**config.mk**
```make
export PLATFORM = sky130hd
export DESIGN_NAME = bram_block
export DESIGN_NICKNAME = d
export VERILOG_FILES = /design/src/bram_block.sv
export VERILOG_INCLUDE_DIRS = /design/src
export SDC_FILE = /design/constraint.sdc
export NUM_CORES = 2
export LEC_CHECK = 0
export BUFFER_PORTS_ARGS = -buffer_cell sky130_fd_sc_hd__buf_2
export CAP_MARGIN = 10
export CORE_MARGIN = 1.5
export CORE_UTILIZATION = 24
export DETAILED_ROUTE_END_ITERATION = 10
export PLACE_DENSITY = 0.47
export SLEW_MARGIN = 20
export SYNTH_ARGS = -nofsm -noshare
export SYNTH_HDL_FRONTEND = slang
export SYNTH_SLANG_ARGS = --single-unit
```
**constraint.sdc**
```tcl
create_clock -name clk -period 2.76 [get_ports clk]
set_input_delay 0.552 -clock clk [delete_from_list [all_inputs] [get_ports clk]]
set_output_delay 0.552 -clock clk [all_outputs]
set_load 0.005 [all_outputs]
```
**src/icache_consts.svh**
```systemverilog
`ifndef ICACHE_CONSTS_SVH
`define ICACHE_CONSTS_SVH

// fetch address width of the core
`define ALEN 26

// one fetch word is 64 bits, so the low 3 address bits are dropped
`define ALIGN_BITS 3
`define ALIGNED_ADDR_W (`ALEN - `ALIGN_BITS)

// two uncompressed or four compressed instructions
`define INSTR_W 64

// iCE40 block RAM geometry, 256 x 16 per block
`define BRAM_BLOCKS 5
`define BRAM_ADDR_W 8
`define BRAM_DATA_W 16

// one cache line spread over all blocks
`define LINE_W (`BRAM_BLOCKS * `BRAM_DATA_W)

// what remains of the line after data and the valid flag
`define TAG_W (`LINE_W - `INSTR_W - 1)

// these only line up for ALEN = 26:
// 23 aligned bits = 15 tag + 8 index
// 80 line bits = 15 tag + 1 valid + 64 data

`endif
```
**src/bram_block.sv**
```systemverilog
`timescale 1ns/1ps

`include "icache_consts.svh"

module bram_block (
	input  logic                    clk,
	input  logic                    we,
	input  logic [`BRAM_ADDR_W-1:0] waddr,
	input  logic [`BRAM_DATA_W-1:0] wdata,
	input  logic [`BRAM_ADDR_W-1:0] raddr,
	output logic [`BRAM_DATA_W-1:0] rdata
);

	logic [`BRAM_DATA_W-1:0] mem [0:(1 << `BRAM_ADDR_W)-1];

	// the FPGA loads block RAM with zeros at configuration
	initial begin
		for (int i = 0; i < (1 << `BRAM_ADDR_W); i++) begin
			mem[i] = '0;
		end
	end

	always_ff @(posedge clk) begin
		if (we) begin
			mem[waddr] <= wdata;
		end
	end

	// registered read
	// a write to the same word in this cycle is forwarded
	always_ff @(posedge clk) begin
		if (we && waddr == raddr) begin
			rdata <= wdata;
		end else begin
			rdata <= mem[raddr];
		end
	end

endmodule

```
# Word level (Yosys, flattened, before mapping)
# Memories as Yosys holds them, arrays and structs flattened. A register that Yosys moved wholly into a read port is not among the register bits.
# Index checks and enable logic that the tools add are counted.
[word_totals]
ff_bits = 0
ram_bits = 4096
input_bits = 34
output_inout_bits = 16
word_cells = 3
n_memories = 1
[op_classes]
muxes = 2
[mem_list]
columns = ["memory", "depth", "width", "rd", "rd_clocked_by_memory_dff", "write_ports", "line", "text"]
rows = [
  ["mem", 256, 16, 1, 1, 1, "bram_block.sv:14", "logic [`BRAM_DATA_W-1:0] mem [0:(1 << `BRAM_ADDR_W)-1];"],
]
[op_table]
columns = ["op", "n"]
rows = [
  ["1-bit two-way mux", 2],
]

# Depth between registers and ports, before layout
[logic_depth]
ltp_word = 2
mapped_depth = 12

# Worst setup path before layout
# No wires, ideal clock.
[synth_timing]
path_kind = "reg-to-output"
from = "register with a tool-made name"
to = "output rdata[4]"
arrival_time_ns = 2.314
t_required_ns = 2.208
slack_ns = -0.106
path_stages_with_launch = 9
n_path_buf = 3
cell_sequence = "dfxtp_1 > buf_6 > buf_6 > buf_2 > mux4_2 > mux4_2 > a22o_1 > o32ai_2 > nor4_2"
[synth_lines]
columns = ["item", "line", "text"]
rows = [
  ["end, declared", "bram_block.sv:11", "output logic [`BRAM_DATA_W-1:0] rdata"],
]

==> flow_metrics.tcl <==
set metrics [dict create \
    yosysUniqueCellTypes 52 \
    synthFlopType "edfxtp_1" \
    dp_hpwl_mm 310 \
    critPathKind "register to output port" \
    drt-initial-drc-count 8692 \
    cts_sinks 4104 \
    worstMarginPinSlew_ns 1.19 \
    die_h_um 816 \
    antenna_found_initial 28 \
    clockBufferDepth 4 \
    first_pass_iters 6 \
    path_clk_slew_ns 0.06 \
    worstPathCellList "buf_12, buf_12, buf_16, buf_4, bufbuf_16, mux4_2, a21oi_1, buf_4, o21ai_1, nand4_1, nor4_4, buf_4, buf_2" \
    violations "setup timing" \
    grt_overflow_total 0 \
    crit_required_ns 2.21 \
    fillCellCount 63500 \
    grtUsageTotal 0.143 \
    switchingPower_mw 29.8 \
    htreeDepth 5 \
    numCtsBuffers 430 \
    grt_max_degree 102 \
    async_reset_ff_frac 0 \
    ys_warn_count 0 \
    hold_violations 0 \
    place_area_um2 180000 \
    slew_viol_final 0 \
    crit_top_cell "buf_4" \
    crit_family "buffers and inverters" \
    layout.nets 8710 \
    synth_edf_count 4096 \
    p_seq_frac 0.514 \
    finalCriticalPeriod_ns 4.86 \
    detailroute.via_count 81700 \
    final_cell_mix "4096 x edfxtp_1, 804 x buf_4, 797 x mux4_2, 559 x mux2i_1, 443 x clkbuf_16" \
    rsz0062_at_grt "true" \
    place_ws_ns -2.03 \
    clock.fmax_ghz 0.206 \
    port_buffers 49 \
    rows 298 \
    slowest_stage "nor4_4" \
    final_layout_size_suffix_gt1_frac 0.356 \
    path_max_fanout 14 \
    fp.dieArea_um2 666000 \
    syn_area_per_cell_um2 21.6 \
    top_register "mem" \
    multi_input_area_um2 35200 \
    syn_inst 7352 \
    intPower_mw 104 \
    layout_setup_ws_ns -2.10 \
    drv_cap 0 \
    setup_viol 16 \
    p_clk_frac 0.419 \
    route.detailed.drc 0 \
    p_leak_nw 63.2 \
    design_area_um2 199000 \
    pwr_density_cell_nw_per_um2 672 \
    startpoint_type "register" \
    cts_root_buf "clkbuf_16" \
    postRouteAntennaNets 0 \
    wl_mm 495 \
    area_delta_synth_final_pct 25.5 \
    fp.dieW_um 816 \
    crit_arrival_ns 4.31 \
    ir_worst_vdd_uv 600 \
    cts_tree "yes" \
    start_util 0.241 \
    grt_pass1_vias 83400 \
    synth_nets 7386 \
    switching_share 0.223 \
    viasPerCell 4.61 \
    ys_ff_latch 4104 \
    path_buf_inv 8 \
    core_um2 658000 \
    reg.largest.list "mem: 4096 flops" \
    routedWlPerCell_um 27.9 \
    io_pins 50 \
    synth-seq-area-share 0.777 \
    grt_first_pass_wirelength_mm 681 \
    pwr-share-comb 0.066 \
    largest_register_ffs 4096 \
    endpoint_kind "output port" \
    slowest_delay_ns 0.42 \
    relSlewSlack 0.210 \
    hold_class "primary input to register" \
    netlist_area_um2 159000 \
    seqCellArea_um2 123000 \
    finalCritPeriodShare 1.76 \
    status "complete, but fails checks" \
    place.gp.congestion 0.849 \
    final_common_cell "edfxtp_1" \
]
## per-layer routing
metal	global-route usage	up-vias	share of wire
met1	0.195	44400	0.43
met3	0.0233	648	0.060
met2	0.239	2658	0.48
met5	0	-	0.000026
li1	-	34000	-
met4	0.0362	2	0.028
## power groups by stage
stage / clock network [mW] / registers (mW) / logic [mW]
floorplan: 0 / 70.0 / 3.43
global placement: 0 / 70.0 / 7.81
detailed placement: 0 / 70.1 / 7.92
CTS: 57.2 / 68.7 / 8.67
global route: 59.5 / 68.7 / 9.24
finish: 56.1 / 68.7 / 8.84
## repair_timing
item | in CTS | in global routing
hold buffers | 15 | 0
pin swaps | 65 | 87
buffers inserted | 69 | 53
hold endpoints to repair | 148 | 0
endpoints found under the setup margin | 16 | 16
gates resized for setup | 370 | 202
gates cloned | 28 | 10
## cell families after synthesis
logic type	share of synthesized area
DFF	0.777
muxes	0.155
AOI/OAI and AO/OA	0.0354
and+or+nand+nor	0.0158
buffers and inverters	0.0170
## final cells by class
type / instances / share of cell area
Clock buffer: 525 / 0.0562
Antenna cell: 9 / 0.000113
Inverter: 4 / 0.000138
Tap cell: 8700 / 0.0547
Timing Repair Buffer: 1344 / 0.0815
Multi-Input combinational cell: 2792 / 0.177
Clock inverter: 256 / 0.0115
Sequential cell: 4104 / 0.619
## synth_stat cells, types with 26 or more instances
| cell | instances | area share |
|---|---|---|
| mux2_2 | 88 | 0.0062 |
| o221ai_1 | 252 | 0.014 |
| nor2_1 | 304 | 0.0072 |
| buf_6 | 77 | 0.0055 |
| o22ai_1 | 148 | 0.0058 |
| nand2_1 | 38 | 0.00090 |
| a22oi_1 | 43 | 0.0020 |
| buf_2 | 76 | 0.0024 |
| mux4_2 | 797 | 0.11 |
| mux2i_1 | 565 | 0.036 |
| buf_4 | 26 | 0.0012 |
| buf_1 | 27 | 0.00064 |
| nor3_1 | 92 | 0.0029 |
| a221oi_1 | 28 | 0.0015 |
| edfxtp_1 | 4096 | 0.78 |
| clkbuf_1 | 230 | 0.0054 |
| nand3_1 | 35 | 0.0011 |
| a22o_1 | 32 | 0.0018 |
| o21ai_0 | 37 | 0.0012 |
| a21oi_1 | 175 | 0.0055 |
| nand4_1 | 26 | 0.0010 |
## worst paths after layout
path | startpoint | end | slack (ns) | cells after the start
worst max-delay path | register | rdata[3] | -2.10 | 13
worst min-delay path | wdata[12] | mem[28][12]$_DFFE_PP_ | 0.1 | 1
## per-stage QoR
step / hold slack [ns] / setup TNS [ns] / instances / power (mW) / util
after floorplan: 0.580 / -0.00377 / 7352 / 73.5 / -
after global placement: 0.660 / -28.69 / 16800 / 77.9 / 0.274
after detailed placement: 0.664 / -26.08 / 16800 / 78.0 / 0.274
after CTS: 0.00174 / -34.48 / 17700 / 135 / 0.300
after global routing: 0.0439 / -34.04 / 17700 / 137 / 0.302
final: 0.0994 / -32.34 / 17700 / 134 / 0.302
Power figures use the tool's default switching activity.
