<file path="config.mk">
export PLATFORM = sky130hd
export DESIGN_NAME = icache_lookup
export DESIGN_NICKNAME = d
export VERILOG_FILES = /design/src/icache_pkg.sv /design/src/icache_lookup.sv
export VERILOG_INCLUDE_DIRS = /design/src
export SDC_FILE = /design/constraint.sdc
export NUM_CORES = 1
export LEC_CHECK = 0
export BUFFER_PORTS_ARGS = -buffer_cell sky130_fd_sc_hd__buf_2
export CAP_MARGIN = 0
export CORE_MARGIN = 2
export CORE_UTILIZATION = 29
export CTS_CLUSTER_DIAMETER = 200
export CTS_CLUSTER_SIZE = 28
export DETAILED_ROUTE_END_ITERATION = 7
export PLACE_DENSITY = 0.86
export SLEW_MARGIN = 20
export SYNTH_ARGS = -nofsm -noshare
export SYNTH_HDL_FRONTEND = slang
export SYNTH_SLANG_ARGS = --single-unit
</file>
<file path="constraint.sdc">
create_clock -name clk -period 1 [get_ports clk]
set_clock_uncertainty 0.1 [all_clocks]
set_input_delay 0.1 -clock clk [delete_from_list [all_inputs] [get_ports clk]]
set_output_delay 0.1 -clock clk [all_outputs]
set_load 0.005 [all_outputs]
</file>
<file path="src/icache_consts.svh">
`ifndef ICACHE_CONSTS_SVH
`define ICACHE_CONSTS_SVH

// fetch address width of the core
`define ALEN 26

// one fetch word is 64 bits, so the low 3 address bits are dropped
`define ALIGN_BITS 3
`define ALIGNED_ADDR_W (`ALEN - `ALIGN_BITS)

// two uncompressed or four compressed instructions
`define INSTR_W 64

// iCE40 block RAM geometry, 256 x 16 per block
`define BRAM_BLOCKS 5
`define BRAM_ADDR_W 8
`define BRAM_DATA_W 16

// one cache line spread over all blocks
`define LINE_W (`BRAM_BLOCKS * `BRAM_DATA_W)

// what remains of the line after data and the valid flag
`define TAG_W (`LINE_W - `INSTR_W - 1)

// these only line up for ALEN = 26:
// 23 aligned bits = 15 tag + 8 index
// 80 line bits = 15 tag + 1 valid + 64 data

`endif
</file>
<file path="src/icache_pkg.sv">
`include "icache_consts.svh"

package icache_pkg;

	// aligned fetch address as the cache splits it
	// upper bits are the tag, lower bits select the line
	typedef struct packed {
		logic [`TAG_W-1:0]       tag;
		logic [`BRAM_ADDR_W-1:0] index;
	} cache_addr_t;

	// stored line layout, MSB first
	// | tag | valid | data |
	typedef struct packed {
		logic [`TAG_W-1:0]   tag;
		logic                valid;
		logic [`INSTR_W-1:0] data;
	} cache_line_t;

	// one line laid across the blocks
	// word 0 holds the lowest 16 data bits, word 4 the tag and valid
	typedef logic [`BRAM_BLOCKS-1:0][`BRAM_DATA_W-1:0] block_words_t;

endpackage

</file>
<file path="src/icache_lookup.sv">
`timescale 1ns/1ps

`include "icache_consts.svh"

module icache_lookup (
	input  logic                     clk,
	input  logic                     rst,
	input  logic [`TAG_W-1:0]        rd_tag,
	input  icache_pkg::block_words_t block_rdata,
	output logic [`INSTR_W-1:0]      rdata,
	output logic                     hit
);

	import icache_pkg::*;

	logic [`TAG_W-1:0] tag_q;
	cache_line_t       rline;

	// delay the tag by one cycle
	// block outputs appear one cycle after the read address
	always_ff @(posedge clk) begin
		if (rst) begin
			tag_q <= '0;
		end else begin
			tag_q <= rd_tag;
		end
	end

	// put the line back together from the block words
	assign rline = cache_line_t'(block_rdata);

	assign rdata = rline.data;

	// hit needs a valid line with a matching tag
	assign hit = rline.valid && (rline.tag == tag_q);

endmodule

</file>
# After elaboration in Yosys (flattened, before gate mapping)
# Index checks and enable logic that the tools add are counted.
# Widths: inputs -> output; s select.
# op_classes
n_eq_ne,1
n_reduce_logical,1
# op_table
op,n
$eq 15x15->1,1
$logic_and 1x1->1,1
# word_totals
ff_bits,15
input_bits,97
out_inout_bits,65
wordCells,3

# Depth between registers and ports, before layout
# Gate-level depths: netlist of the first run.
# depth
depth_word,2
mapped_depth,3
ltp_nobuf,3

# Least setup slack after synthesis of the first run
# OpenSTA, ideal clock, no wires.
# synth_path
kind,flip-flop to output port
startpoint,reg tag_q[2]
endpoint,out hit
arrival_time_ps,830
t_required_ps,800
path_slack_ps,-30
path_stages_with_launch,4
path_buffers,0
path_cell_list,dfxtp_1 > xnor2_1 > nand4_1 > nor4_2
# synth_between
elab_chain_cells,2
# synth_lines
item,line_no,rtl
"start, declared",icache_lookup.sv:16,logic [`TAG_W-1:0] tag_q;
"start signal, assigned",icache_lookup.sv:25,tag_q <= rd_tag;
$eq 15x15->1,icache_lookup.sv:35,assign hit = rline.valid && (rline.tag == tag_q);
$logic_and 1x1->1,icache_lookup.sv:35,
"end, declared",icache_lookup.sv:11,output logic hit
# Every way passes these cells.

# Final worst setup path of the first run
# layout_path
startpoint,reg tag_q[11]
endpoint,out hit
# The elaborated chain is that of the path after synthesis.

==> results.py, run 1 <==
metrics = {
    "placed_design": {
        "dpl_cell_area_um2": 797.0,
        "place.gp.congestion": 0.6185,
        "port_buffers": 33,
    },
    "synth": {
        "yosys_warnings": 0,
        "synth.avg_cell_area_um2": 9.204,
        "postSynthNetCount": 212,
        "ys_ff_latch": 15,
        "ys_seq_area_share_pct": 28.37,
        "synthCells": 115,
        "synth.distinct_cells": 8,
        "synth_area_um2": 1059,
    },
    "cells_and_area": {
        "finalNetCount": 200,
        "antenna-diode-count": 0,
        "regMostFlops": "tag_q",
        "design_area_um2": 992.2,
        "drive_above_1_share_pct": 41.18,
        "biggestRegsByFlops": "tag_q (15)",
        "areaGrowthSynthToFinish_pct": -6.265,
        "utilization_pct": 29.05,
        "largest_reg_flops": 15,
    },
    "floorplanning": {
        "start_util_pct": 30.99,
        "rows": 21,
        "die_area_um2": 4149,
        "die_h_um": 64.42,
        "ios": 162,
        "die_w_um": 64.42,
        "core_um2": 3416,
    },
    "setup_path": {
        "slowest_delay_ns": 0.33,
        "crit_path_start_kind": "flip-flop",
        "critical_path_arrival_ns": 1.31,
        "path_delay_family": "simple AND/OR/NAND/NOR gates",
        "worst-path-max-fanout": 1,
        "path_class": "flip-flop to output pin",
        "endpoint_kind": "output pin",
        "slowest_stage": "dfxtp_2",
        "cp_data_required_time_ns": 0.80,
        "crit_buf_inv": 1,
        "path_cells": "xnor2_2 -> nand4_1 -> nor4_2 -> buf_2",
    },
    "timing": {
        "fin_crit_ns": 1.506,
        "finalWorstSetupSlack_ns": -0.5056,
        "grt_setup_unrepaired": "yes",
        "finalHoldViolations": 0,
        "tightest_slew_ns": 0.2226,
        "finalCritPeriodShare_pct": 150.6,
        "slew_viol_final": 0,
        "fmax_mhz": 664.2,
        "setup_viol": 1,
        "setup_tns_ns": -0.5056,
        "slew_headroom_pct": 85.04,
    },
    "clock_network": {
        "clock_sinks": 15,
        "path_clk_slew_ns": 0.08,
        "cts_root_buffer": "clkbuf_4",
        "cts_max_path_buffers": 2,
        "cts_tree": "yes",
        "postCtsSetupBuffers": 0,
        "numCtsBuffers": 3,
        "h-tree-depth": 1,
    },
    "grt": {
        "grt_usage_pct": 8.761,
        "antenna_found_initial": 0,
        "grt_overflow": 0,
        "grt_pass1_vias": 584,
        "grt_pass1_wl_um": 2711,
        "grt_max_degree": 16,
    },
    "route": {
        "drcViolationCount": 0,
        "wl_um": 1828,
        "final_antenna_net_count": 0,
        "viasPerCell": 3.919,
        "dr.first_iter.drc_count": 4,
        "vias": 580,
        "firstDrtPassIters": 2,
        "avgRoutedWirePerCell_um": 12.35,
    },
    "outcome": {
        "status": "complete, but fails checks",
        "violations": "setup timing",
    },
    "run": {
        "max_cap_violations": 0,
    },
    "power": {
        "power_leakage_nw": 0.4343,
        "ir_worst_vdd_mv": 0.5515,
        "p_per_area_nw_per_um2": 1183,
    },
    "hold_path": {
        "hp-class": "input pin to flip-flop",
    },
}
[synthesized netlist by cell type]
cell       n  area (µm²)
and2b_1    9       67.56
nand4_1    4       25.02
nor2b_1    6       37.54
nor4_2     1       12.51
clkbuf_1   1       3.750
xnor2_1   15       131.4
dfxtp_1   15       300.3
buf_4     64       480.5
[stage by stage]
step                instances  setup WS [ns]  hold WS, ns  total power, mW
global route              148        -0.6136      0.06340            1.244
global placement          129        -0.2609       0.1000           0.8158
detailed placement        129        -0.2785       0.1000           0.8195
finish                    148        -0.5056      0.04701            1.174
CTS                       148        -0.5625      0.05052            1.180
floorplan                 115       -0.01295      0.07161           0.9469
[worst paths after layout]
path	depth (start not counted)	slack [ns]	startpoint	endpoint
hold / removal	2	0.05	rst	tag_q[2]
setup / recovery	4	-0.51	tag_q[11]	hit
[power by group]
group / switching (mW) / total (mW) / leakage (nW) / internal, mW
logic: 0.0660 / 0.213 / 0.293 / 0.147
clock network: 0.161 / 0.315 / 0.0150 / 0.154
registers: 0.0151 / 0.646 / 0.126 / 0.631
[routing by layer]
metal | global-route usage [%] | share of wire, % | routed length [µm]
met4 | 3.457 | 1.2 | 22
met3 | 6.076 | 13 | 245
met5 | 0 | 0 | 0
met2 | 17.45 | 60 | 1088
met1 | 6.090 | 26 | 471
[cell families (layout without fill, tap and decap cells)]
group                     Yosys count  count (layout)  share of synthesized area, %
xor gates and xnor gates           15              15                         12.41
buffers and inverters              65              52                         45.74
DFF                                15              15                         28.37
and+or+nand+nor                    20              20                         13.47
[repair_timing]
item	CTS	global route
gates resized for setup	1	4
endpoints found under the hold margin	15	0
hold buffers	15	0
pin swaps	8	2
endpoints found under the setup margin	1	1
gates cloned	0	0
[layout by cell type (no fill, tap or decap)]
| cell type | n |
|---|---|
| clkbuf_1 | 1 |
| clkbuf_4 | 3 |
| xnor2_2 | 2 |
| and2b_1 | 9 |
| dfxtp_1 | 12 |
| nand4_1 | 4 |
| nor4_2 | 1 |
| dlygate4sd3_1 | 15 |
| buf_2 | 33 |
| dfxtp_2 | 3 |
| xnor2_1 | 13 |
| nor2b_1 | 6 |
[cell type report]
type	count	area, µm²
Multi-Input combinational cell	35	289.0
Timing Repair Buffer	48	315.3
Clock buffer	4	26.28
Sequential cell	15	304.0
Fill cell	381	2424
Tap cell	46	57.56
Power figures use the tool's default switching activity.
==> inputs of run 2 (changes only) <==
BUFFER_PORTS_ARGS = unset   (was -buffer_cell sky130_fd_sc_hd__buf_2)
CORE_AREA = 2 2 63 65   (was unset)
CORE_MARGIN = unset   (was 2)
CORE_UTILIZATION = unset   (was 29)
DIE_AREA = 0 0 65 67   (was unset)
DONT_BUFFER_PORTS = 1   (was unset)
PLACE_DENSITY = 0.47   (was 0.86)
==> results.py, run 2 (same netlist as run 1, synthesis figures left out) <==
metrics = {
    "timing": {
        "fmax_mhz": 707.2,
        "finalHoldViolations": 0,
        "grt_setup_unrepaired": "yes",
        "fin_crit_ns": 1.414,
        "slew_viol_final": 0,
        "slew_headroom_pct": 68.79,
        "tightest_slew_ns": 0.4682,
        "finalWorstSetupSlack_ns": -0.4141,
        "finalCritPeriodShare_pct": 141.4,
        "setup_viol": 1,
    },
    "grt": {
        "grt_usage_pct": 9.149,
        "grtUsageMet2_pct": 17.01,
        "grt_pass1_wl_um": 2815,
        "grt-busiest-layer": "met2",
        "grt_overflow": 0,
        "grtUsageMet1_pct": 5.906,
        "grt_max_degree": 16,
        "antenna_found_initial": 0,
        "grt_pass1_vias": 583,
        "grt_util_met3_pct": 7.095,
    },
    "hold_path": {
        "hp-start": "block_rdata[12]",
        "whs_path_depth": 0,
        "holdPathEnd": "rdata[12]",
        "hp-class": "input pin to output pin",
    },
    "clock_network": {
        "path_clk_slew_ns": 0.06,
        "numCtsBuffers": 3,
        "cts_max_path_buffers": 2,
        "cts_root_buffer": "clkbuf_8",
        "h-tree-depth": 1,
        "clock_sinks": 15,
        "cts_tree": "yes",
        "postCtsSetupBuffers": 0,
    },
    "setup_path": {
        "path_class": "flip-flop to output pin",
        "worst-path-max-fanout": 1,
        "critical_path_arrival_ns": 1.21,
        "endpoint_kind": "output pin",
        "cp_data_required_time_ns": 0.80,
        "crit_path_start_kind": "flip-flop",
    },
    "floorplanning": {
        "core_um2": 3606,
        "rows": 22,
        "die_area_um2": 4355,
        "ios": 162,
        "die_w_um": 65,
        "die_h_um": 67,
        "start_util_pct": 29.35,
    },
    "cells_and_area": {
        "largest_reg_flops": 15,
        "biggestRegsByFlops": "tag_q (15)",
        "utilization_pct": 24.32,
        "n_fill_cell": 390,
        "finalNetCount": 168,
        "areaGrowthSynthToFinish_pct": -17.14,
        "seqCellArea_um2": 305.3,
        "layout_common_cells": "15 x dlygate4sd3_1, 11 x xnor2_1, 11 x dfxtp_1, 9 x and2b_1, 6 x nor2b_1",
        "antenna-diode-count": 0,
        "multiInputGateArea_um2": 304.0,
        "regMostFlops": "tag_q",
        "design_area_um2": 877.1,
        "final_common_cell": "dlygate4sd3_1",
        "drive_above_1_share_pct": 17.14,
    },
    "outcome": {
        "status": "complete, but fails checks",
        "violations": "setup timing",
    },
    "power": {
        "p_per_area_nw_per_um2": 1459,
        "power_leakage_nw": 0.3340,
        "ir_worst_vdd_mv": 0.6543,
    },
    "placed_design": {
        "place.gp.congestion": 0.6643,
        "port_buffers": 0,
        "dpl_cell_area_um2": 634.4,
    },
    "route": {
        "avgRoutedWirePerCell_um": 18.17,
        "wl_um": 2144,
        "final_antenna_net_count": 0,
        "vias": 481,
        "viasPerCell": 4.076,
        "drcViolationCount": 0,
        "firstDrtPassIters": 1,
        "dr.first_iter.drc_count": 0,
    },
    "run": {
        "max_cap_violations": 0,
    },
}
==> run 2: changes by cell type in the layout (fill, tap and decap cells not counted), sizes merged <==
cell	change
buf	-33
dlymetal6s4s	+1
==> run 2: critical path: stages, from the launching register on <==
cell,delay (ns)
dfxtp_2,0.32
xnor2_2,0.12
nand4_1,0.16
nor4_2,0.37
==> run 2: worst max-delay path by stage <==
stage | from | to | slack [ns] | depth (start not counted)
floorplan | tag_q[10] | hit | -0.01 | 3
global placement | tag_q[0] | hit | -0.14 | 3
detailed placement | tag_q[6] | hit | -0.15 | 3
CTS | tag_q[6] | hit | -0.42 | 3
global route | tag_q[1] | hit | -0.49 | 3
finish | tag_q[1] | hit | -0.41 | 3
==> run 2: per-stage QoR <==
step           cells  hold slack, ns  setup slack (ns)  TNS [ns]  total power, mW
6_report         118          0.1000           -0.4141   -0.4141            1.280
5_1_grt          118          0.1000           -0.4924   -0.4924            1.352
4_1_cts          118          0.1000           -0.4186    -1.859            1.289
3_5_place_dp      98         0.07553           -0.1485   -0.1485           0.7494
3_3_place_gp      98         0.07393           -0.1438   -0.1438           0.7466
2_1_floorplan    115         0.07161          -0.01295  -0.01295           0.9469
==> run 2: final cells by class <==
cell class,count,share of cell area (%)
clock buffers,4,5.136
repair buffers,16,18.54
flip-flops and latches,15,34.81
multi-input cells,35,34.66
well taps,48,6.847
==> run 2: what timing repair did <==
item,4_1_cts,5_1_grt
gates cloned,0,0
hold buffers,16,0
endpoints found under the setup margin,1,16
pin swaps,0,7
resized for setup,0,9
hold endpoints to repair,15,0
==> run 2: metal layers <==
| layer | vias up | wire, µm |
|---|---|---|
| met1 | 199 | 553 |
| met5 | - | 0 |
| met3 | 12 | 360 |
| li1 | 200 | - |
| met4 | 0 | 76 |
| met2 | 70 | 1154 |
==> run 2: where the power goes <==
group	total (mW)	switching, mW	internal, mW
Clock	0.474	0.193	0.281
Combinational	0.157	0.0430	0.114
Sequential	0.649	0.0164	0.632
Total	1.28	0.252	1.03
