**src/icache_consts.svh**
```systemverilog
`ifndef ICACHE_CONSTS_SVH
`define ICACHE_CONSTS_SVH

// fetch address width of the core
`define ALEN 26

// one fetch word is 64 bits, so the low 3 address bits are dropped
`define ALIGN_BITS 3
`define ALIGNED_ADDR_W (`ALEN - `ALIGN_BITS)

// two uncompressed or four compressed instructions
`define INSTR_W 64

// iCE40 block RAM geometry, 256 x 16 per block
`define BRAM_BLOCKS 5
`define BRAM_ADDR_W 8
`define BRAM_DATA_W 16

// one cache line spread over all blocks
`define LINE_W (`BRAM_BLOCKS * `BRAM_DATA_W)

// what remains of the line after data and the valid flag
`define TAG_W (`LINE_W - `INSTR_W - 1)

// these only line up for ALEN = 26:
// 23 aligned bits = 15 tag + 8 index
// 80 line bits = 15 tag + 1 valid + 64 data

`endif
```
**src/fetch_pkg.sv**
```systemverilog
`include "icache_consts.svh"

package fetch_pkg;

	// 64-bit aligned fetch address
	// same shape on the core side and on the memory side
	typedef struct packed {
		logic [`ALIGNED_ADDR_W-1:0] addr;
	} fetch_req_t;

	// refill controller states
	// IDLE       ready for a core request
	// LOOKUP     block output and tag compare are valid
	// MISS_WAIT  memory read outstanding
	typedef enum logic [1:0] {
		IDLE,
		LOOKUP,
		MISS_WAIT
	} fetch_state_e;

endpackage

```
**src/icache_pkg.sv**
```systemverilog
`include "icache_consts.svh"

package icache_pkg;

	// aligned fetch address as the cache splits it
	// upper bits are the tag, lower bits select the line
	typedef struct packed {
		logic [`TAG_W-1:0]       tag;
		logic [`BRAM_ADDR_W-1:0] index;
	} cache_addr_t;

	// stored line layout, MSB first
	// | tag | valid | data |
	typedef struct packed {
		logic [`TAG_W-1:0]   tag;
		logic                valid;
		logic [`INSTR_W-1:0] data;
	} cache_line_t;

	// one line laid across the blocks
	// word 0 holds the lowest 16 data bits, word 4 the tag and valid
	typedef logic [`BRAM_BLOCKS-1:0][`BRAM_DATA_W-1:0] block_words_t;

endpackage

```
**src/icache_refill.sv**
```systemverilog
`timescale 1ns/1ps

`include "icache_consts.svh"

module icache_refill (
	input  logic                    clk,
	input  logic                    rst,

	// core side
	input  logic                    req,
	input  fetch_pkg::fetch_req_t   req_addr,
	output logic                    ready,
	output logic                    resp_valid,
	output logic [`INSTR_W-1:0]     resp_data,

	// memory side
	output logic                    mem_req,
	output fetch_pkg::fetch_req_t   mem_addr,
	input  logic                    mem_rvalid,
	input  logic [`INSTR_W-1:0]     mem_rdata,

	// cache array
	input  logic                    hit,
	input  logic [`INSTR_W-1:0]     line_rdata,
	output logic                    wr_en,
	output icache_pkg::cache_addr_t wr_addr,
	output logic [`INSTR_W-1:0]     wr_data,
	output icache_pkg::cache_addr_t rd_addr
);

	import fetch_pkg::*;
	import icache_pkg::*;

	fetch_state_e state;
	fetch_state_e state_next;

	// address of the request in flight
	fetch_req_t req_q;

	logic accept;
	logic lookup_hit;
	logic refill_done;

	assign accept      = (state == IDLE) && req;
	assign lookup_hit  = (state == LOOKUP) && hit;
	assign refill_done = (state == MISS_WAIT) && mem_rvalid;

	always_ff @(posedge clk) begin
		if (rst) begin
			state <= IDLE;
		end else begin
			state <= state_next;
		end
	end

	always_ff @(posedge clk) begin
		if (accept) begin
			req_q <= req_addr;
		end
	end

	always_comb begin
		state_next = state;
		case (state)
			IDLE: begin
				if (req) begin
					state_next = LOOKUP;
				end
			end
			LOOKUP: begin
				// a miss goes to memory, a hit is done
				if (hit) begin
					state_next = IDLE;
				end else begin
					state_next = MISS_WAIT;
				end
			end
			MISS_WAIT: begin
				if (mem_rvalid) begin
					state_next = IDLE;
				end
			end
			default: begin
				state_next = IDLE;
			end
		endcase
	end

	// core accepts requests only in IDLE
	assign ready = (state == IDLE);

	// the read starts in the request cycle straight from the core address
	assign rd_addr = cache_addr_t'(req_addr.addr);

	// memory read strobe for one cycle, address held until data returns
	assign mem_req  = (state == LOOKUP) && !hit;
	assign mem_addr = req_q;

	// refill write lands in the same cycle as the memory data
	assign wr_en   = refill_done;
	assign wr_addr = cache_addr_t'(req_q.addr);
	assign wr_data = mem_rdata;

	// answer from the cache on a hit, from memory on a refill
	assign resp_valid = lookup_hit || refill_done;
	assign resp_data  = (state == MISS_WAIT) ? mem_rdata : line_rdata;

endmodule

```
**config.mk**
```make
export PLATFORM = sky130hd
export DESIGN_NAME = icache_refill
export DESIGN_NICKNAME = d
export VERILOG_FILES = /design/src/fetch_pkg.sv /design/src/icache_pkg.sv /design/src/icache_refill.sv
export VERILOG_INCLUDE_DIRS = /design/src
export SDC_FILE = /design/constraint.sdc
export NUM_CORES = 1
export LEC_CHECK = 0
export ABC_CLOCK_PERIOD_IN_PS = 4600
export BUFFER_PORTS_ARGS = -buffer_cell sky130_fd_sc_hd__buf_2
export CORE_AREA = 5 5 135 137
export CTS_CLUSTER_SIZE = 16
export DETAILED_ROUTE_END_ITERATION = 8
export DIE_AREA = 0 0 140 142
export SLEW_MARGIN = 10
export SYNTH_ARGS = -nofsm -noshare
export SYNTH_HDL_FRONTEND = slang
export SYNTH_SLANG_ARGS = --single-unit
```
**constraint.sdc**
```tcl
create_clock -name clk -period 4.6 [get_ports clk]
set_input_delay 0 -clock clk [delete_from_list [all_inputs] [get_ports clk]]
set_output_delay 0 -clock clk [all_outputs]
set_load 0.05 [all_outputs]
```
== Yosys cells after proc, flatten, opt, wreduce, memory -nomap -nowiden ==
Cells that the tools add are included.
Operators by class
  multiplexer cells: 5
  equal/unequal tests: 4
  reductions and logical operators: 8
Operators with widths (number)
  $mux W64: 1
  $mux W2: 3
  $pmux W2 S3: 1
  $logic_and A1 B1 Y1: 4
  $ne A2 B2 Y1 const B: 2
  $eq A2 B1 Y1 const B: 1
  $eq A2 B2 Y1 const B: 1
  $logic_not A2 Y1: 1
  $reduce_and A2 Y1: 1
  $logic_not A1 Y1: 1
  $logic_or A1 B1 Y1: 1
Word-level totals
  input bits: 156
  output and inout port bits: 201
  word-level logic and storage cells: 19
  register bits after elaboration: 25

== Logic depth before layout (Yosys ltp) ==
Gate-level depths: netlist of the first run.
  depth after elaboration: 3
  mapped depth: 4
  mapped depth without buffers: 2

== Least setup slack after synthesis of the first run ==
Ideal clock, no wire load.
  path kind: flip-flop to flip-flop
  from: register state[0]
  to: register req_q (netlist bit mem_addr[0]) (enable)
  buffers on the path: 0
  arrival time: 2.148 ns
  library setup time: 0.438 ns
  required time: 4.162 ns
  cell stages (with the launch flop): 2
  period minus slack after synthesis: 2.587 ns
  slack: 2.013 ns
  cells stage by stage: dfxtp_1 nor3b_1
On the way
  cells in the longest elaborated chain, start to end: 2
Ends and longest elaborated chain
  from (decl): RTL line icache_refill.sv:34  | fetch_state_e state;
  from (signal assigned): RTL line icache_refill.sv:52  | state <= state_next;
  $logic_not A2 Y1: RTL line icache_refill.sv:44  | assign accept = (state == IDLE) && req;
  $logic_and A1 B1 Y1: RTL line icache_refill.sv:44
  net accept: RTL line icache_refill.sv:40  | logic accept;
  to (signal assigned): RTL line icache_refill.sv:58  | req_q <= req_addr;
  to (decl): RTL line icache_refill.sv:38  | fetch_req_t req_q;
The timed path passes the listed nets, and every way through them passes these cells.
A chain may end at the register's enable or synchronous reset.

== Final worst setup path of the first run ==
  from: register state[1]
  to: output resp_data[15]
On the way
  cells in the longest elaborated chain, start to end: 2
Ends and longest elaborated chain
  $eq A2 B2 Y1: RTL line icache_refill.sv:106  | assign resp_data = (state == MISS_WAIT) ? mem_rdata : line_rdata;
  $mux W64: RTL line icache_refill.sv:106
  to (decl): RTL line icache_refill.sv:14  | output logic [`INSTR_W-1:0] resp_data,
Every way passes these cells.

==> flow_metrics.tcl, run 1 <==
set metrics [dict create \
    fin_nets 642 \
    wl_um 11440 \
    setup_viol_count_final 0 \
    tns_ns 0 \
    wl_per_cell_um 16.11 \
    pin_count 357 \
    holdWs_ns 0.1132 \
    ir_drop_v 0.0001816 \
    grt_pass1_vias 2581 \
    clk_latency_ns 0.26 \
    num_vias 2511 \
    endpoint_kind "output port" \
    synth.distinct_cells 15 \
    area_delta_synth_final_pct 56.82 \
    synth-seq-cells 25 \
    post-route-min-period_ns 2.169 \
    hpwl_um 10140 \
    overflow 0 \
    crit_fanout 53 \
    synth_top_family_by_area "buffers and inverters" \
    synthCells 216 \
    cp_slowest_cell "nor2b_4" \
    final_common_cell "buf_2" \
    io_buffer_count 356 \
    cp_top_family "buffers and inverters" \
    critPathMaxStageDelay_ns 0.46 \
    setup.worst_path.start "state[1]" \
    finalMaxSlewViolations 0 \
    antenna_found_initial 2 \
    critical_path_class "reg -> out" \
    synth_compound_area_share_pct 0.7205 \
    grt_pass1_wl_um 15720 \
    fin_skew_ns 0.004540 \
    syn_area_per_cell_um2 12.06 \
    clock_path_buffers 2 \
    crit_required_ns 4.60 \
    ys_warn_count 0 \
    start_kind "flip-flop" \
    hp-class "in -> reg" \
    core.rowCount 48 \
    ctsResizeCount 0 \
    fmax_mhz 461.0 \
    cts_tree "yes" \
    drtIter0Drc 46 \
    slew_headroom_pct 69.59 \
    clockRootBuffer "clkbuf_16" \
    worst_pin_slew_ns 0.4551 \
    layout_common_cells "buf_2, mux2_4, mux2_2" \
    fp.coreArea_um2 16940 \
    power.density_nw_per_um2 274.5 \
    synth-xor-area-share_pct 0 \
    vias_per_cell 3.537 \
    die_h_um 142 \
    track_usage_pct 10.06 \
    maxCapViolCount 0 \
    drive_gt1_share_pct 88.45 \
    synth_nets 372 \
    path_cells "nor2b_4 > buf_12 > mux2_2 > buf_2" \
    r2r_start "state[0]" \
    synthMuxAreaShare_pct 33.14 \
    synthAdderAreaFrac_pct 0 \
    post-route-period-util_pct 47.16 \
    drtPass1Iterations 4 \
    drc 0 \
    die-area_um2 19880 \
    htreeDepth 1 \
    finalHoldViolations 0 \
    clkSlewWorstSetupHoldPaths_ns 0.06 \
    outcome "completed" \
    synth-simple-area-share_pct 2.161 \
    antenna_cells 0 \
    cts_buffers 3 \
    initial_core_util_pct 15.38 \
    synthesis.area_um2 2605 \
    grt_max_degree 54 \
    globalplace.congestion 0.8524 \
    ant_nets 0 \
    crit_buf_inv 2 \
    nFillCells 1832 \
    worstPathArrival_ns 2.17 \
    hp-start "mem_rvalid" \
    chipWidth_um 140 \
    final_util_pct 24.12 \
    p_leak_nw 2.174 \
    seq_area_frac_synth_pct 28.05 \
    rsz0062_at_grt "false" \
    cts_num_sinks 25 \
]
[worst reg2reg max path, delay by kind of cell (launching register included)]
kind | cells | cell delay, ns
buf+inv | 1 | 0.33
flops | 1 | 0.38
simple gates | 1 | 0.17
[area by class of cell]
type	instances	area [µm²]	share of cell area, %
Clock buffer	3	75.07	1.838
Tap cell	225	281.5	6.891
Clock inverter	1	5.005	0.1225
Timing Repair Buffer	382	2049	50.17
Multi-Input combinational cell	74	943.4	23.09
Sequential cell	25	730.7	17.89
[cell usage after synthesis (all sizes together)]
| cell | instances | area (µm²) |
|---|---|---|
| nor2 | 1 | 3.750 |
| nand2 | 1 | 3.750 |
| o2bb2ai | 1 | 8.760 |
| nor2b | 2 | 20.02 |
| buf | 117 | 935.9 |
| edfxtp | 23 | 690.7 |
| dfxtp | 2 | 40.04 |
| and2 | 1 | 6.260 |
| o21ba | 1 | 10.01 |
| nor3b | 3 | 22.52 |
| mux2 | 64 | 863.3 |
[through the flow]
step / std cells / power, mW / setup WS [ns] / cell area (µm²)
floorplan: 216 / 0.8114 / 2.013 / 2605
global placement: 682 / 0.9223 / 2.698 / 3765
detailed placement: 682 / 0.9239 / 2.662 / 3765
CTS: 710 / 1.131 / 2.382 / 4085
global route: 710 / 1.162 / 2.285 / 4085
finish: 710 / 1.121 / 2.431 / 4085
[power by group]
group | internal (mW) | switching, mW | total, mW
combinational | 0.178 | 0.479 | 0.657
clock | 0.117 | 0.0736 | 0.191
sequential | 0.266 | 0.00810 | 0.274
total | 0.560 | 0.561 | 1.12
[metal layers]
layer,global-route usage [%],vias up,wire [µm]
met1,11.45,1141,4153
met3,2.285,10,1034
met5,0,-,18
met2,19.57,192,6110
li1,-,1166,-
met4,1.377,2,121
[path summary, 6_finish.rpt]
| path | end | slack (ns) | cells past startpoint |
|---|---|---|---|
| max | resp_data[15] | 2.43 | 4 |
| min | state[1] | 0.11 | 3 |
| max reg2reg | mem_addr[7] | 3.38 | 2 |
| min reg2reg | state[1] | 0.73 | 2 |
[timing repair]
action,in CTS,in global routing
hold endpoints to repair,24,0
setup buffers,0,0
endpoints found under the setup margin,0,0
hold buffers,24,0
[cells by family after synthesis]
kind of cell,count (synthesis)
buf+inv,117
mux,64
flops,25
simple gates,8
compound gates,2
[state kept, by name, summed over array words and instances, names as in the netlist]
name	cells
mem_addr	23
state	2
(Power assumes the default switching activity.)
==> inputs of run 2 (changes only) <==
Settings changed: ABC_CLOCK_PERIOD_IN_PS 4600 to 1800, CORE_AREA 5 5 135 137 to 5 5 134 136, DIE_AREA 0 0 140 142 to 0 0 139 141.
Clock period 4.6 ns to 1.8 ns, I/O delays scaled along.
==> run 2 against run 1 <==
Net effect:
- hold slack gained 0.0037 ns
- sequential share of layout area shrank 0.44 points
- clock power grew to 2.6 times the previous value
- power grew to 2.6 times the previous value
- register-to-register slack lost 2.9 ns
- cell area grew 2.5%
- die area shrank 1.4%
- largest cell class unchanged
- utilization grew 0.79 points
- worst setup slack lost 2.3 ns
- critical path type unchanged
- critical path depth grew 1
- routed wire length shrank 8.7%
==> flow_metrics.tcl, run 2 (synthesis results as in run 1) <==
set metrics [dict create \
    hpwl_um 8483 \
    endpoint_kind "output port" \
    path_cells "nor2b_4 > buf_4 > buf_12 > mux2_2 > buf_2" \
    setup.worst_path.start "state[0]" \
    grt_max_degree 41 \
    cp.depth 5 \
    core.rowCount 48 \
    worstPathArrival_ns 1.71 \
    chipWidth_um 139 \
    pin_count 357 \
    maxCapViolCount 0 \
    ff2ff_setup_slack_ns 0.52 \
    fmax_mhz 585.0 \
    p_sw_mw 1.429 \
    clkSlewWorstSetupHoldPaths_ns 0.06 \
    drc 0 \
    tns_ns 0 \
    crit_required_ns 1.80 \
    layout_common_cells "buf_2, mux2_4, mux2_2" \
    die-area_um2 19600 \
    wl_um 10440 \
    start_kind "flip-flop" \
    finalHoldViolations 0 \
    hp-class "in -> reg" \
    grt_pass1_vias 2529 \
    cts_num_sinks 25 \
    fp.coreArea_um2 16820 \
    globalplace.congestion 0.7892 \
    finalMaxSlewViolations 0 \
    antenna_found_initial 0 \
    post-route-min-period_ns 1.709 \
    post-route-period-util_pct 94.97 \
    fin_skew_ns 0.008896 \
    grt_pass1_wl_um 13810 \
    clockRootBuffer "clkbuf_16" \
    overflow 0 \
    area_delta_synth_final_pct 60.81 \
    cp_slowest_cell "dfxtp_1" \
    wl_per_cell_um 14.58 \
    worst_pin_slew_ns 0.3100 \
    critical_path_class "reg -> out" \
    num_vias 2548 \
    cp-endpoint "resp_data[6]" \
    vias_per_cell 3.559 \
    design_power_total_mw 2.873 \
    power.internal_mw 1.444 \
    r2r_end "mem_addr[22]" \
    crit_buf_inv 3 \
    crit_fanout 26 \
    final_util_pct 24.91 \
    drive_gt1_share_pct 88.80 \
    drtPass1Iterations 4 \
    io_buffer_count 356 \
    antenna_cells 0 \
    netSwitchingFraction_pct 49.73 \
    final_common_cell "buf_2" \
    die_h_um 141 \
    power.density_nw_per_um2 685.9 \
    cts_buffers 3 \
    ant_nets 0 \
    drtIter0Drc 52 \
    seqPwrFrac_pct 24.3 \
    largest_reg_flops 23 \
    r2r_start "state[1]" \
    dp_cells 684 \
    cts_tree "yes" \
    clock_path_buffers 2 \
    critPathMaxStageDelay_ns 0.39 \
    clk_latency_ns 0.26 \
    initial_core_util_pct 15.49 \
    reg2reg_depth 3 \
    fin_nets 648 \
    outcome "completed" \
    power_frac_clock_pct 17.1 \
    instances_no_fill 716 \
    slew_headroom_pct 79.34 \
    p_comb_share_pct 58.6 \
    setup_viol_count_final 0 \
    track_usage_pct 8.714 \
    ir_drop_v 0.0003365 \
    rsz0062_at_grt "false" \
    cp_top_family "buffers and inverters" \
    htreeDepth 1 \
    p_leak_nw 2.223 \
]
run 2: how the worst min path moves through the flow:
stage | startpoint | end | slack [ns] | depth (start not counted)
5_1_grt | mem_rvalid | state[1] | 0.13 | 3
3_3_place_gp | rst | state[0] | 0.17 | 2
4_1_cts | mem_rvalid | state[1] | 0.12 | 3
2_1_floorplan | rst | state[0] | 0.07 | 1
6_report | mem_rvalid | state[1] | 0.12 | 3
3_5_place_dp | rst | state[0] | 0.17 | 2
run 2: through the flow:
step	hold WS [ns]	setup slack, ns	cell area, µm²
finish	0.1168	0.09063	4189
floorplan	0.07161	0.04194	2615
detailed placement	0.1746	0.2352	3791
global placement	0.1708	0.2946	3791
global route	0.1313	0.01225	4189
CTS	0.1175	0.03423	4115
run 2: routing by layer:
| layer | GRT usage (%) | routed length, µm | up-vias |
|---|---|---|---|
| met5 | 0 | 0 | - |
| met1 | 9.719 | 3806 | 1174 |
| met3 | 2.646 | 1065 | 8 |
| met4 | 1.339 | 82 | 0 |
| met2 | 16.59 | 5483 | 188 |
| li1 | - | - | 1178 |
run 2: what timing repair did:
| action | CTS | global route |
|---|---|---|
| endpoints found under the hold margin | 24 | 0 |
| resized for setup | 1 | 2 |
| setup buffers | 0 | 2 |
| cloned | 0 | 2 |
| hold buffers | 24 | 0 |
| setup endpoints to repair | 15 | 3 |
| pin swaps | 0 | 0 |
run 2: power groups by stage:
stage	sequential, mW	combinational, mW	clock (mW)
3_5_place_dp	0.711	1.63	0
3_3_place_gp	0.712	1.63	0
5_1_grt	0.704	1.74	0.522
4_1_cts	0.699	1.68	0.499
2_1_floorplan	0.825	1.25	0
6_report	0.699	1.68	0.491
run 2: area by class of cell:
type,instances,area (µm²)
clock inverter,1,5.005
timing repair buffer,388,2142
multi-input combinational,74,954.7
fill,1808,12630
clock buffer,3,75.07
sequential,25,730.7
tap,225,281.5
run 2: tightest hold or removal path: stages:
cell and delay [ns]:
buf_2 0.10, nor3b_1 0.05, o21ba_2 0.18
==> inputs of run 3 (changes only) <==
Settings changed: ABC_AREA from default to 1, CORE_AREA 5 5 134 136 to 5 5 135 137, DIE_AREA 0 0 139 141 to 0 0 140 142.
==> run 3 against run 2 <==
Net effect:
- sequential share of layout area is 0.54 points higher
- maximum frequency is 5.5% higher
- cell count is 18% higher
- sequential power hardly changed
- critical path type unchanged
- critical endpoint is now resp_data[34]
==> flow_metrics.tcl, run 3 <==
set metrics [dict create \
    grt_max_degree 67 \
    p_leak_nw 2.407 \
    critPathMaxStageDelay_ns 0.37 \
    pre_cts_ws_ns 0.4100 \
    num_vias 3202 \
    clock_path_buffers 2 \
    io_buffer_count 356 \
    outcome "completed" \
    largest_reg_flops 23 \
    fmax_mhz 617.2 \
    synth-seq-cells 25 \
    worst_pin_slew_ns 0.3096 \
    netSwitchingFraction_pct 52.47 \
    crit_fanout 66 \
    die-area_um2 19880 \
    ys_warn_count 0 \
    drc 0 \
    holdPathEnd "state[0]" \
    crit_required_ns 1.80 \
    yosysMostFrequentCell "nand2_1" \
    vias_per_cell 3.776 \
    slew_headroom_pct 79.36 \
    power.internal_mw 1.377 \
    path_cells "inv_2 > nand2_2 > buf_12 > nand2_1 > nand2_1 > buf_2" \
    drtPass1Iterations 4 \
    drtIter0Drc 112 \
    antenna_found_initial 0 \
    finalHoldViolations 0 \
    whs_path_depth 3 \
    clkSlewWorstSetupHoldPaths_ns 0.06 \
    p_comb_share_pct 59.0 \
    area_delta_synth_final_pct 58.92 \
    final_common_cell "buf_2" \
    p_sw_mw 1.520 \
    hp-class "in -> reg" \
    htreeDepth 1 \
    async_reset_ff_share_pct 0 \
    tns_ns 0 \
    maxCapViolCount 0 \
    placed_area_um2 3747 \
    syn_area_per_cell_um2 7.017 \
    seq_area_frac_synth_pct 28.53 \
    final_util_pct 24.03 \
    cts_tree "yes" \
    fin_nets 780 \
    ant_nets 0 \
    finalMaxSlewViolations 0 \
    overflow 0 \
    yosysTopAreaCell "buf_4" \
    cts_num_sinks 25 \
    clockRootBuffer "clkbuf_16" \
    post-route-period-util_pct 90.01 \
    r2r_start "state[0]" \
    postCtsSetupRepairBufs 0 \
    rsz0062_at_grt "false" \
    antenna_cells 0 \
    critical_path_class "reg -> out" \
    r2r_end "mem_addr[7]" \
    layout_common_cells "buf_2, nand2_1, nand3_1" \
    synthCells 365 \
    ff2ff_setup_slack_ns 0.41 \
    globalplace.congestion 0.8414 \
    synthesis.area_um2 2561 \
    synth_nets 521 \
    grt_pass1_vias 3136 \
    power_frac_clock_pct 17.0 \
    die_h_um 142 \
    initial_core_util_pct 15.12 \
    chipWidth_um 140 \
    start_kind "flip-flop" \
    reg2reg_depth 4 \
    synthFlopType "edfxtp_1" \
    hp-start "req" \
    track_usage_pct 9.968 \
    synth_top_area_share_pct 33.12 \
    fin_skew_ns 0.003332 \
    worstPathArrival_ns 1.62 \
    crit_buf_inv 3 \
    wl_per_cell_um 13.47 \
    drive_gt1_share_pct 59.23 \
    seqPwrFrac_pct 24.1 \
    synth_edf_count 23 \
    power.density_nw_per_um2 711.8 \
    hpwl_um 9284 \
    post-route-min-period_ns 1.620 \
    cts_buffers 3 \
    ir_drop_v 0.0003625 \
    wl_um 11420 \
    cp_slowest_cell "dfxtp_1" \
    fin_ws_ns 0.1798 \
    crit_path_frequent_cell "nand2_1" \
    endpoint_kind "output port" \
    pin_count 357 \
    fp.coreArea_um2 16940 \
    yosys-top-cells-area "buf_4, edfxtp_1, nand2_1, nand3_1, buf_2" \
    setup_viol_count_final 0 \
    clk_latency_ns 0.25 \
    core.rowCount 48 \
    synth_common_cells "nand2_1, buf_4, nand3_1" \
    synth.distinct_cells 15 \
    cp_top_family "buffers and inverters" \
    grt_pass1_wl_um 16010 \
    final_cell_area_um2 4070 \
]
[run 3: cell count changes in the layout (fill, tap and decap cells not counted), moves of 2 or more]
cell	previous run	this run
mux2_4	38	0
clkbuf_16	5	3
mux2_2	26	0
nand3_1	0	67
inv_1	0	6
buf_4	4	2
nand2_1	1	129
[run 3: power by group through the flow]
stage	combinational (mW)	clock, mW	sequential [mW]
finish	1.71	0.492	0.697
global route	1.78	0.530	0.702
CTS	1.71	0.506	0.698
detailed placement	1.67	0	0.710
global placement	1.68	0	0.709
floorplan	1.24	0	0.823
[run 3: worst max path at each step]
stage / start / to / slack (ns) / cells past startpoint
after global placement: state[0] / mem_addr[16] / 0.42 / 4
after floorplan: state[0] / resp_valid / 0.10 / 4
after detailed placement: state[0] / mem_addr[15] / 0.41 / 4
final: state[0] / resp_data[34] / 0.18 / 6
after global routing: state[0] / resp_data[34] / 0.05 / 6
after CTS: state[0] / resp_data[34] / 0.17 / 6
[run 3: cells by family (layout without fill, tap and decap cells)]
kind of cell / after synthesis / after routing / synth area share (%)
AO/OA/AOI/OAI: 2 / 2 / 0.3904
buffers and inverters: 138 / 396 / 38.45
flip-flops: 25 / 25 / 28.53
AND/OR/NAND/NOR: 200 / 200 / 32.63
[run 3: cell type report]
type,count,area (µm²)
fill,1874,12870
timing repair buffer,385,2097
multi-input combinational,202,850.8
sequential,25,732.0
tap,225,281.5
clock buffer,3,75.07
inverter,7,26.28
clock inverter,1,7.507
[run 3: through the flow]
stage / power, mW / hold slack (ns) / cells
6_report: 2.897 / 0.01510 / 848
5_1_grt: 3.014 / 0.04152 / 848
4_1_cts: 2.918 / 0.01369 / 848
3_5_place_dp: 2.381 / 0.1918 / 820
3_3_place_gp: 2.384 / 0.1927 / 820
2_1_floorplan: 2.061 / 0.06907 / 365
[run 3: metal layers]
layer	track usage, %	share of wire [%]	up-vias
met5	0	0	-
met4	1.326	0.54	0
met3	1.915	8.5	6
met2	20.13	54	208
met1	10.98	37	1416
li1	-	-	1572
[run 3: tightest hold or removal path: stages]
cell,delay [ns]
buf_2,0.09
inv_1,0.07
nor3_1,0.06
[run 3: repair_timing]
item / in CTS / in global routing
gates resized for setup: 0 / 0
hold buffers: 24 / 0
endpoints found under the hold margin: 25 / 0
